**src/hw/trace_pkg.sv**
```systemverilog
/*
 * trace front end shared definitions
 * widths, window and rule types, FIFO word fields and command codes
 */

package trace_pkg;

   ////////////////////
   // sizes
   localparam int WINDOW_BITS     = 64;
   localparam int N_RULES         = 4;
   localparam int COUNT_BITS      = 8;
   localparam int SHORT_TIME_BITS = 8;
   localparam int FULL_TIME_BITS  = 16;
   localparam int FIFO_BITS       = 18;

   // fifo word field positions
   localparam int CMD_LSB  = 16;
   localparam int TIME_LSB = 8;

   // sync frame signature, newest 16 and oldest 8 window bits
   localparam logic [15:0] SYNC_HEAD = 16'h7fff;
   localparam logic [7:0]  SYNC_TAIL = 8'hff;

   ////////////////////
   // plain vectors
   // window bit 0 is the oldest bit received
   typedef logic [WINDOW_BITS-1:0]     trace_word_t;
   typedef logic [N_RULES-1:0]         rule_vec_t;
   typedef logic [COUNT_BITS-1:0]      hit_count_t;
   typedef logic [SHORT_TIME_BITS-1:0] short_time_t;
   typedef logic [FULL_TIME_BITS-1:0]  full_time_t;
   typedef logic [FIFO_BITS-1:0]       fifo_word_t;

   ////////////////////
   // encodings
   typedef enum logic [2:0] {width_1 = 3'd1, width_2 = 3'd2, width_4 = 3'd4} trace_width_e;
   // cmd_stat reserved, not formatted here
   typedef enum logic [1:0] {cmd_data = 2'd0, cmd_stat = 2'd1, cmd_time = 2'd2} fifo_cmd_e;
   typedef enum logic {hunting, locked} sync_state_e;

   ////////////////////
   // grouped signals
   typedef struct packed {trace_word_t pattern; trace_word_t mask;} match_rule_t;
   typedef match_rule_t [N_RULES-1:0] rule_set_t;
   typedef struct packed {rule_vec_t pattern_enable; rule_vec_t trig_enable;} rule_ctrl_t;
   // one capture FIFO write request
   typedef struct packed {
      logic       wr;
      fifo_cmd_e  cmd;
      full_time_t time_val;
   } fifo_req_t;

endpackage

```
**src/hw/trace_shifter.sv**
```systemverilog
/*
 * trace pin deserializer
 * shifts 1, 2 or 4 pins (single or double sampled) into the 64-bit window
 */

`timescale 1ns/10ps

module trace_shifter (
   input  logic                      fe_clk,
   input  logic                      reset,
   input  logic [7:0]                trace_data,
   input  logic                      trace_clock_sel,
   input  trace_pkg::trace_width_e   trace_width,
   output trace_pkg::trace_word_t    window
);

   localparam int TOP = trace_pkg::WINDOW_BITS - 1;

   trace_pkg::trace_word_t shifted;

   ////////////////////
   // next window
   // new bits enter at the top, pin 0 oldest within a cycle
   // clock_sel high takes the second sample set on pins 4..7
   always_comb begin
      case (trace_width)
         trace_pkg::width_4: begin
            if (trace_clock_sel)
               shifted = {trace_data[7:0], window[TOP:8]};
            else
               shifted = {trace_data[3:0], window[TOP:4]};
         end
         trace_pkg::width_2: begin
            if (trace_clock_sel)
               shifted = {trace_data[5:4], trace_data[1:0], window[TOP:4]};
            else
               shifted = {trace_data[1:0], window[TOP:2]};
         end
         // width 1, also any unsupported code
         default: begin
            if (trace_clock_sel)
               shifted = {trace_data[4], trace_data[0], window[TOP:2]};
            else
               shifted = {trace_data[0], window[TOP:1]};
         end
      endcase
   end

   // window register
   always_ff @(posedge fe_clk) begin
      if (reset)
         window <= '0;
      else
         window <= shifted;
   end

endmodule

```
**src/hw/trace_sync.sv**
```systemverilog
/*
 * trace sync frame lock
 * hunts for a sync frame in the window, then tracks byte alignment
 * and strobes window_valid on each aligned window
 */

`timescale 1ns/10ps

module trace_sync (
   input  logic                      fe_clk,
   input  logic                      reset,
   input  trace_pkg::trace_word_t    window,
   input  trace_pkg::trace_width_e   trace_width,
   input  logic                      trace_clock_sel,
   input  logic                      resync,
   output logic                      synchronized,
   output logic                      window_valid
);

   trace_pkg::sync_state_e  state;
   trace_pkg::trace_width_e width_q;
   logic [2:0]              align_count;
   logic                    frame_seen;
   logic                    width_changed;

   // newest bits hold the sync head, oldest byte all ones
   assign frame_seen = (window[trace_pkg::WINDOW_BITS-1 -: 16] == trace_pkg::SYNC_HEAD) &&
                       (window[7:0] == trace_pkg::SYNC_TAIL);
   assign width_changed = (trace_width != width_q);

   ////////////////////
   // lock FSM
   always_ff @(posedge fe_clk) begin
      if (reset) begin
         state       <= trace_pkg::hunting;
         width_q     <= trace_pkg::width_1;
         align_count <= '0;
      end else begin
         width_q <= trace_width;
         // forced relock wins over a new lock
         if (resync || width_changed) begin
            state       <= trace_pkg::hunting;
            align_count <= '0;
         end else if (state == trace_pkg::hunting && frame_seen) begin
            state       <= trace_pkg::locked;
            align_count <= 3'd1;
         end else if (state == trace_pkg::locked) begin
            // wraps every 8 cycles
            align_count <= align_count + 3'd1;
         end
      end
   end

   assign synchronized = (state == trace_pkg::locked);

   ////////////////////
   // byte alignment strobe
   // period in cycles is 8/w, halved when double sampled
   always_comb begin
      window_valid = 1'b0;
      if (state == trace_pkg::locked) begin
         case (trace_width)
            trace_pkg::width_1:
               window_valid = trace_clock_sel ? (align_count[1:0] == 2'd0) : (align_count == 3'd0);
            trace_pkg::width_2:
               window_valid = trace_clock_sel ? !align_count[0] : (align_count[1:0] == 2'd0);
            trace_pkg::width_4:
               window_valid = trace_clock_sel ? 1'b1 : !align_count[0];
            default:
               window_valid = 1'b0;
         endcase
      end
   end

   // no aligned window until a sync frame has locked us
   assert property (@(posedge fe_clk) disable iff (reset)
      window_valid |-> state == trace_pkg::locked);

endmodule

```
**src/hw/pattern_matcher.sv**
```systemverilog
/*
 * masked pattern rules and trigger
 * compares four rules against each aligned window, counts hits,
 * keeps the last hit vector and raises trigger_match on edges
 */

`timescale 1ns/10ps

module pattern_matcher (
   input  logic                      fe_clk,
   input  logic                      reset,
   input  trace_pkg::trace_word_t    window,
   input  logic                      window_valid,
   input  trace_pkg::rule_set_t      rules,
   input  trace_pkg::rule_ctrl_t     rule_ctrl,
   input  logic                      capturing,
   input  logic                      arm,
   input  logic                      soft_trig_enable,
   input  logic                      ext_trig,
   input  logic                      capture_now,
   output logic                      match_event,
   output logic                      trigger_match,
   output trace_pkg::hit_count_t [trace_pkg::N_RULES-1:0] hit_counts,
   output trace_pkg::rule_vec_t      last_rule
);

   trace_pkg::rule_vec_t hit;
   trace_pkg::rule_vec_t trig_hit;
   logic                 capturing_q;
   logic                 ext_trig_q;
   logic                 trig_any_q;
   logic                 ext_rise;
   logic                 trig_rise;

   ////////////////////
   // rule compare
   // trig-enabled rules still hit while not capturing, so they can trigger
   always_comb begin
      for (int i = 0; i < trace_pkg::N_RULES; i++) begin
         hit[i] = ((window & rules[i].mask) == (rules[i].pattern & rules[i].mask)) &&
                  rule_ctrl.pattern_enable[i] && window_valid &&
                  (capturing_q || rule_ctrl.trig_enable[i]);
      end
   end

   assign match_event = |hit;
   assign trig_hit    = hit & rule_ctrl.trig_enable;

   ////////////////////
   // trigger
   // rising edges only
   assign ext_rise  = ext_trig && !ext_trig_q && soft_trig_enable;
   assign trig_rise = (|trig_hit) && !trig_any_q;
   // capture_now bypasses arm
   assign trigger_match = capture_now || (arm && (ext_rise || trig_rise));

   // edge history and capturing qualifier
   always_ff @(posedge fe_clk) begin
      if (reset) begin
         capturing_q <= 1'b0;
         ext_trig_q  <= 1'b0;
         trig_any_q  <= 1'b0;
      end else begin
         capturing_q <= capturing;
         ext_trig_q  <= ext_trig;
         trig_any_q  <= |trig_hit;
      end
   end

   ////////////////////
   // hit counters and last rule
   always_ff @(posedge fe_clk) begin
      if (reset) begin
         hit_counts <= '0;
         last_rule  <= '0;
      end else begin
         for (int i = 0; i < trace_pkg::N_RULES; i++) begin
            // free running, wraps at 255
            if (hit[i])
               hit_counts[i] <= hit_counts[i] + 1'b1;
         end
         if (match_event)
            last_rule <= hit;
      end
   end

   // hits only land on byte-aligned windows from trace_sync
   assert property (@(posedge fe_clk) disable iff (reset)
      match_event |-> window_valid);

endmodule

```
**src/hw/fifo_formatter.sv**
```systemverilog
/*
 * capture FIFO word formatter
 * registers one 18-bit word per request, cmd in the top two bits
 */

`timescale 1ns/10ps

module fifo_formatter (
   input  logic                      fe_clk,
   input  logic                      reset,
   input  trace_pkg::fifo_req_t      fifo_req,
   input  trace_pkg::rule_vec_t      last_rule,
   output trace_pkg::fifo_word_t     fifo_data,
   output logic                      fifo_wr
);

   trace_pkg::fifo_word_t  word;
   trace_pkg::short_time_t short_time;

   assign short_time = fifo_req.time_val[trace_pkg::SHORT_TIME_BITS-1:0];

   ////////////////////
   // field packing
   always_comb begin
      word = '0;
      word[trace_pkg::CMD_LSB +: 2] = fifo_req.cmd;
      if (fifo_req.cmd == trace_pkg::cmd_data) begin
         // short time over the rule vector, bits 7:4 stay zero
         word[trace_pkg::TIME_LSB +: trace_pkg::SHORT_TIME_BITS] = short_time;
         word[trace_pkg::N_RULES-1:0] = last_rule;
      end else if (fifo_req.cmd == trace_pkg::cmd_time) begin
         word[trace_pkg::FULL_TIME_BITS-1:0] = fifo_req.time_val;
      end
   end

   // write strobe, one per request
   always_ff @(posedge fe_clk) begin
      if (reset)
         fifo_wr <= 1'b0;
      else
         fifo_wr <= fifo_req.wr;
   end

   // data word
   always_ff @(posedge fe_clk) begin
      if (fifo_req.wr)
         fifo_data <= word;
   end

   // every write traces back to a request one cycle earlier
   assert property (@(posedge fe_clk) disable iff (reset)
      fifo_wr |-> $past(fifo_req.wr));

endmodule

```
**src/hw/trace_frontend.sv**
```systemverilog
/*
 * parallel trace port front end
 * deserializer, sync lock, pattern matcher and FIFO word formatter
 */

`timescale 1ns/10ps

module trace_frontend (
   input  logic                      fe_clk,
   input  logic                      reset,
   input  logic [7:0]                trace_data,
   input  logic                      trace_clock_sel,
   input  trace_pkg::trace_width_e   trace_width,
   input  logic                      resync,
   input  logic                      capturing,
   input  trace_pkg::rule_set_t      rules,
   input  trace_pkg::rule_ctrl_t     rule_ctrl,
   input  logic                      arm,
   input  logic                      soft_trig_enable,
   input  logic                      ext_trig,
   input  logic                      capture_now,
   input  trace_pkg::fifo_req_t      fifo_req,
   output logic                      synchronized,
   output logic                      match_event,
   output logic                      trigger_match,
   output trace_pkg::hit_count_t [trace_pkg::N_RULES-1:0] hit_counts,
   output trace_pkg::fifo_word_t     fifo_data,
   output logic                      fifo_wr
);

   trace_pkg::trace_word_t window;
   trace_pkg::rule_vec_t   last_rule;
   logic                   window_valid;

   ////////////////////
   // pins to window
   trace_shifter trace_shifter_i (
      .fe_clk          (fe_clk),
      .reset           (reset),
      .trace_data      (trace_data),
      .trace_clock_sel (trace_clock_sel),
      .trace_width     (trace_width),
      .window          (window)
   );

   // alignment
   trace_sync trace_sync_i (
      .fe_clk          (fe_clk),
      .reset           (reset),
      .window          (window),
      .trace_width     (trace_width),
      .trace_clock_sel (trace_clock_sel),
      .resync          (resync),
      .synchronized    (synchronized),
      .window_valid    (window_valid)
   );

   ////////////////////
   // consumers
   pattern_matcher pattern_matcher_i (
      .fe_clk           (fe_clk),
      .reset            (reset),
      .window           (window),
      .window_valid     (window_valid),
      .rules            (rules),
      .rule_ctrl        (rule_ctrl),
      .capturing        (capturing),
      .arm              (arm),
      .soft_trig_enable (soft_trig_enable),
      .ext_trig         (ext_trig),
      .capture_now      (capture_now),
      .match_event      (match_event),
      .trigger_match    (trigger_match),
      .hit_counts       (hit_counts),
      .last_rule        (last_rule)
   );

   fifo_formatter fifo_formatter_i (
      .fe_clk    (fe_clk),
      .reset     (reset),
      .fifo_req  (fifo_req),
      .last_rule (last_rule),
      .fifo_data (fifo_data),
      .fifo_wr   (fifo_wr)
   );

endmodule

```
**config.mk**
```make
export PLATFORM = sky130hd
export DESIGN_NAME = trace_frontend
export DESIGN_NICKNAME = d
export VERILOG_FILES = /design/src/hw/trace_pkg.sv /design/src/hw/trace_shifter.sv /design/src/hw/trace_sync.sv /design/src/hw/pattern_matcher.sv /design/src/hw/fifo_formatter.sv /design/src/hw/trace_frontend.sv
export SDC_FILE = /design/constraint.sdc
export NUM_CORES = 1
export LEC_CHECK = 0
export ABC_AREA = 1
export BUFFER_PORTS_ARGS = -buffer_cell sky130_fd_sc_hd__buf_2
export CELL_PAD_IN_SITES_DETAIL_PLACEMENT = 0
export CELL_PAD_IN_SITES_GLOBAL_PLACEMENT = 2
export CORE_MARGIN = 5
export CORE_UTILIZATION = 25
export DETAILED_ROUTE_END_ITERATION = 16
export PLACE_DENSITY_LB_ADDON = 0.12
export RECOVER_POWER = 50
export SYNTH_ARGS = -nofsm -noshare
export SYNTH_HDL_FRONTEND = slang
export SYNTH_HIERARCHICAL = 1
export SYNTH_SLANG_ARGS = --single-unit
```
**constraint.sdc**
```tcl
create_clock -name fe_clk -period 6.7 [get_ports fe_clk]
set_input_delay 0.335 -clock fe_clk [delete_from_list [all_inputs] [get_ports fe_clk]]
set_output_delay 0.335 -clock fe_clk [all_outputs]
set_load 0.01 [all_outputs]
```
==> qor.yml, run 1 <==
detailed_routing:
  dr.pass1.iters: 6
  drt-total-wl_mm: 97.98
  via_per_inst: 4.957
  drtAntennaViolNets: 0
  num_vias: 20780
  remaining_drc_errors: 0
  wire_per_inst_um: 23.37
  drt-initial-drc-count: 2069
sta:
  clock.fmax_ghz: 0.2797
  final-hold-violation-count: 0
  worst_pin_slew_ns: 2.161
  fin_tns_setup_ns: 0
  finalMaxSlewViolations: 62
  grt_setup_unrepaired: "no"
  min_period_ns: 3.575
  max_slew_margin: -0.4410
  skew_ns: 0.01659
  post-route-period-util: 0.5337
  setup_viol: 0
yosys:
  syn_area_per_cell_um2: 5.198
  yosys-top-cells-area: "nand2_1, dfxtp_1, nor2_1"
  synth_xor_area_frac: 0.01308
  synth_top_family_by_area: "simple AND/OR/NAND/NOR gates"
  synth_seq_cells: 129
  synth_top_area_share: 0.2481
  synth_compound_area_frac: 0.04942
  synth_adder_area_share: 0.005095
  synth-seq-area-share: 0.1875
  yosys.area.top_type: "nand2_1"
  synthMuxAreaShare: 0
  ys_warn_count: 6
  synth_edf_count: 18
  syn-cell-area_mm2: 0.01474
  yosys_most_used_dff: "dfxtp_1"
  synthArstFlopShare: 0
  synth_fp_nets: 3400
  synth-simple-area-share: 0.6279
  ys_types: 49
  syn_inst: 2835
place:
  port_buffers: 612
  place.gp.congestion: 0.9531
  dp_cells: 4153
  dpl_cell_area_mm2: 0.01844
  dp_hpwl_mm: 83.03
critical_path:
  crit_start: "trace_clock_sel"
  worst-path-buf-inv: 4
  crit_top_cell: "nand2_1"
  critPathRequiredTime_ns: 6.36
  crit_family: "simple AND/OR/NAND/NOR gates"
  crit_fanout: 79
  path_cells: "buf_4 > inv_1 > nand2_1 > nand4_1 > nand2_1 > nand2_1 > a21oi_1 > buf_4 > nand3_1 > nor2_1 > nand3_1 > nor2_1 > nand2_1 > nor2_4 > nand3_1 > nand2_1 > o21ai_0 > nand2_1 > nand2_1 > nand2_1 > buf_2"
  crit_type: "input pin to output pin"
  cp.arrival_ns: 3.24
  crit-reg2reg-launch: "trace_shifter_i/window[11]"
  cpMaxStageDelayCell: "buf_4"
  slowest_delay_ns: 0.68
  endpoint_kind: "output pin"
  start_kind: "input pin"
global_route:
  grt_pass1_wl_mm: 136.2
  grt_pass1_vias: 19380
  grt_start_max_net_pins: 80
  grt_overflow_total: 0
  track_usage: 0.2915
  antenna_found_initial: 9
run_status:
  violations: "max-capacitance violations, max-slew violations"
  status: "finished with violations"
power_and_ir_drop:
  power_density_mw_per_mm2: 150.6
  ir_worst_vdd_v: 0.0002025
  finalPower_uw: 2856
  leakage_uw: 0.01022
final_layout:
  drive_gt1_frac: 0.1961
  fin_area_mm2: 0.01897
  multi_input_area_mm2: 0.01026
  area_growth_pct: 28.72
  nets: 3964
  final_cells: 4193
  regArea_mm2: 0.002763
  fill_cells: 6848
clock_tree:
  cts_tree: "yes"
  root_buffer: "clkbuf_16"
  ctsResizeCount: 0
  cts_buffer_depth: 2
  clk_latency_ns: 0.50
  clkSinkCount: 129
  htree_levels: 4
  clk_pin_slew_ns: 0.07
  numCtsBuffers: 17
  cts_hold_buf: 0
  cts_setup_buffers: 0
floorplanning:
  die_h_um: 252.8
  rows: 89
  ioPinCount: 613
  core_area_mm2: 0.05869
  die_w_um: 252.8
  die-area_mm2: 0.06390
  start_util: 0.2511
run:
  cap_violations: 2
hold_path:
  holdCritPathClass: "input pin to flip-flop"
  min_from: "ext_trig"
cell families (layout without fill, tap and decap cells):
| kind of cell | after synthesis | count (layout) |
|---|---|---|
| compound gates | 129 | 129 |
| xor+xnor | 22 | 22 |
| fa+ha+maj | 6 | 6 |
| buf+inv | 425 | 1002 |
| flops | 129 | 129 |
| other cells | 0 | 8 |
| simple gates | 2124 | 2124 |
registers in the layout (all words and copies together) (netlist names):
register                       cells
fifo_formatter_i/fifo_wr           1
pattern_matcher_i/hit_counts      32
pattern_matcher_i/ext_trig_q       1
pattern_matcher_i/last_rule        4
trace_sync_i/align_count           3
trace_sync_i/synchronized          1
fifo_formatter_i/fifo_data        18
trace_shifter_i/window            64
pattern_matcher_i/trig_any_q       1
trace_sync_i/width_q               3
pattern_matcher_i/capturing_q      1
stage by stage:
stage,hold WS (ns),setup WS (ns),util
2_1_floorplan,0.4062,4.310,-
3_3_place_gp,0.4782,3.117,0.3142
3_5_place_dp,0.4848,3.158,0.3142
4_1_cts,0.02756,3.137,0.3242
5_1_grt,0.05377,2.818,0.3230
6_report,0.06128,3.125,0.3232
final timing paths:
check        cells after the start                          endpoint  slack, ns
min reg2reg                      2  pattern_matcher_i/hit_counts[15]       0.49
min                              3      pattern_matcher_i/ext_trig_q       0.06
max                             21                     trigger_match       3.12
max reg2reg                     13  pattern_matcher_i/hit_counts[20]       3.94
synthesized netlist by cell type, drive strengths merged (3+ instances only):
master,n
o21a,3
nor3,21
xor2,17
a21boi,4
clkbuf,11
nand3,380
nor3b,5
a41oi,3
and2,5
a31oi,3
a21o,11
or2,57
nand3b,30
nand2,980
buf,65
ha,6
clkinv,3
a21oi,41
nor2,524
o21ai,58
nand4,120
xnor2,5
edfxtp,18
inv,346
dfxtp,111
worst register-to-register path: stages, from the launching register on:
cell	delay [ns]
dfxtp_1	0.84
nand2_1	0.10
nand3_1	0.34
nand2_1	0.12
nor2_1	0.14
nand4_1	0.09
nor2_1	0.13
nand2_1	0.08
nor2_2	0.22
nand2_1	0.20
nor2_1	0.18
nand3_1	0.09
nand2_1	0.07
nor2_1	0.05
cell usage in the layout, fill, tap and decap left out, types with 31 or more instances in the layout:
master	n
nand2_1	974
buf_2	556
nor2_1	513
nand3_1	367
inv_1	314
nand4_1	120
dfxtp_1	111
clkbuf_1	57
o21ai_0	49
or2_1	46
a21oi_1	41
inv_2	31
power breakdown:
part | switching (uW) | leakage [uW] | internal [uW]
sequential | 75.5 | 0.00107 | 814
combinational | 650 | 0.00886 | 329
clock | 491 | 0.000283 | 497
per-layer routing:
layer	vias to the layer above	global-route usage	part of all wire
met5	-	0	0.00026
met4	4	0.07419	0.024
met3	118	0.05074	0.072
met2	887	0.5013	0.48
met1	9628	0.3799	0.43
li1	10150	-	-
cell type report:
class / count / area share
multi-input cells: 2281 / 0.5409
clock buffers: 17 / 0.02243
flip-flops and latches: 129 / 0.1457
clock inverters: 15 / 0.008642
inverters: 349 / 0.06920
diodes: 8 / 0.001055
well taps: 773 / 0.05099
repair buffers: 621 / 0.1612
No activity file was read; power rests on OpenSTA's default activity.
==> run 2: changes to the inputs <==
--- a/config.mk
+++ b/config.mk
@@ -10,7 +10,7 @@
 export CELL_PAD_IN_SITES_DETAIL_PLACEMENT = 0
 export CELL_PAD_IN_SITES_GLOBAL_PLACEMENT = 2
 export CORE_MARGIN = 5
-export CORE_UTILIZATION = 25
+export CORE_UTILIZATION = 23
 export DETAILED_ROUTE_END_ITERATION = 16
 export PLACE_DENSITY_LB_ADDON = 0.12
 export RECOVER_POWER = 50
==> constraint.sdc (replaced) <==
create_clock -name fe_clk -period 3.55 [get_ports fe_clk]
set_input_delay 0.1775 -clock fe_clk [delete_from_list [all_inputs] [get_ports fe_clk]]
set_output_delay 0.1775 -clock fe_clk [all_outputs]
set_load 0.01 [all_outputs]
==> qor.yml, run 2 (synthesized netlist as in run 1, its figures left out) <==
global_route:
  grt_overflow_total: 0
  grt_start_max_net_pins: 68
  track_usage: 0.2851
  grt_pass1_wl_mm: 145.8
  antenna_found_initial: 12
  grt_pass1_vias: 20370
final_layout:
  nets: 4008
  final_core_util: 0.3075
  reg_top3: "trace_shifter_i/window x64, pattern_matcher_i/hit_counts x32, fifo_formatter_i/fifo_data x18"
  largest_reg_flops: 64
  top_register: "trace_shifter_i/window"
  mostFrequentLayoutCells: "nand2_1, buf_2, nor2_1"
  area_growth_pct: 32.10
  drive_gt1_frac: 0.2008
  final_common_cell: "nand2_1"
detailed_routing:
  wire_per_inst_um: 24.02
  remaining_drc_errors: 0
  dr.pass1.iters: 9
  drtAntennaViolNets: 0
  drt-total-wl_mm: 103.5
  via_per_inst: 4.923
  drt-initial-drc-count: 2320
  num_vias: 21220
sta:
  fin_tns_setup_ns: 0
  skew_ns: 0.01166
  final-hold-violation-count: 0
  post-route-period-util: 0.9639
  grt_setup_unrepaired: "no"
  setup_viol: 0
  min_period_ns: 3.422
  clock.fmax_ghz: 0.2922
  worst_pin_slew_ns: 1.481
  finalMaxSlewViolations: 0
  max_slew_margin: 0.01260
critical_path:
  start_kind: "flip-flop"
  crit_fanout: 10
  crit_top_cell: "nand3b_1"
  slowest_delay_ns: 0.69
  crit_type: "flip-flop to output pin"
  cp.arrival_ns: 3.24
  worstRegToRegCells: 18
  endpoint_kind: "output pin"
  cpMaxStageDelayCell: "dfxtp_1"
  path_cells: "xor2_1 > nand2_1 > nand3_1 > nor3_1 > nand3b_1 > nor2_1 > nand3b_1 > buf_2"
  critPathRequiredTime_ns: 3.37
floorplanning:
  die-area_mm2: 0.06923
  ioPinCount: 613
  core_area_mm2: 0.06331
  die_w_um: 263.1
  start_util: 0.2327
  die_h_um: 263.1
  rows: 92
power_and_ir_drop:
  p_comb_frac: 0.351
  ir_worst_vdd_v: 0.0002638
  p_sw_uw: 2372
  internal-power_uw: 3131
  p_seq_frac: 0.300
  power_density_mw_per_mm2: 282.7
  leakage_uw: 0.01044
  clkPwrFrac: 0.348
  swShare: 0.4310
clock_tree:
  root_buffer: "clkbuf_16"
  clkSinkCount: 129
  clk_pin_slew_ns: 0.08
  cts_tree: "yes"
  htree_levels: 4
  cts_buffer_depth: 2
  numCtsBuffers: 17
  clk_latency_ns: 0.49
hold_path:
  whs_path_depth: 5
  holdCritPathClass: "input pin to flip-flop"
run:
  cap_violations: 0
place:
  dp_hpwl_mm: 87.79
  place.gp.congestion: 0.9874
  port_buffers: 612
run_status:
  status: "completed"
## run 2: layout make-up
| type | count | area [um2] |
|---|---|---|
| inverter | 349 | 1313 |
| fill | 7428 | 43850 |
| tap | 846 | 1059 |
| clock inverter | 15 | 165.2 |
| antenna | 7 | 17.52 |
| multi-input combinational | 2281 | 10250 |
| clock buffer | 17 | 425.4 |
| sequential | 129 | 2765 |
| timing repair buffer | 665 | 3471 |
## run 2: worst paths after layout
path / start / to / slack, ns
worst min-delay path: rule_ctrl[6] / pattern_matcher_i/hit_counts[23] / 0.1
worst max register to register: trace_sync_i/align_count[0] / pattern_matcher_i/hit_counts[21] / 0.82
worst min register to register: pattern_matcher_i/hit_counts[23] / pattern_matcher_i/hit_counts[23] / 0.50
worst max-delay path: trace_shifter_i/window[37] / match_event / 0.13
## run 2: timing repair
item                                   4_1_cts  5_1_grt
setup endpoints to repair                    0        2
endpoints found under the hold margin       22        0
gates resized for setup                      0        5
setup buffers                                0        4
hold buffers                                22        0
## run 2: critical path: cells and delay by family (launching register included)
family,cells,cell delay (ns)
XOR/XNOR,1,0.13
buffers and inverters,1,0.18
AND/OR/NAND/NOR,6,1.73
flip-flops,1,0.69
## run 2: routing by layer
metal  part of all wire  GRT usage
met1               0.42     0.3643
met2               0.47     0.4836
met3              0.073    0.05351
met4              0.036    0.09757
met5            0.00046          0
## run 2: power by group through the flow
stage | sequential, uW | clock [uW] | combinational, uW
3_3_place_gp | 1680 | 0 | 1900
3_5_place_dp | 1680 | 0 | 1890
6_report | 1650 | 1920 | 1930
2_1_floorplan | 1650 | 0 | 913
4_1_cts | 1650 | 1980 | 1920
5_1_grt | 1670 | 2020 | 2090
## run 2: through the flow
| stage | total power (uW) | cell area (um2) | hold slack, ns | cells | setup slack [ns] |
|---|---|---|---|---|---|
| finish | 5503 | 19460 | 0.09873 | 4309 | 0.1281 |
| global route | 5776 | 19450 | 0.1104 | 4305 | 0.003250 |
| CTS | 5546 | 19500 | 0.04803 | 4298 | 0.002062 |
| detailed placement | 3574 | 18690 | 0.4040 | 4244 | 0.5671 |
| global placement | 3581 | 18690 | 0.3997 | 4244 | 0.5663 |
| floorplan | 2563 | 14740 | 0.2487 | 2835 | 1.318 |
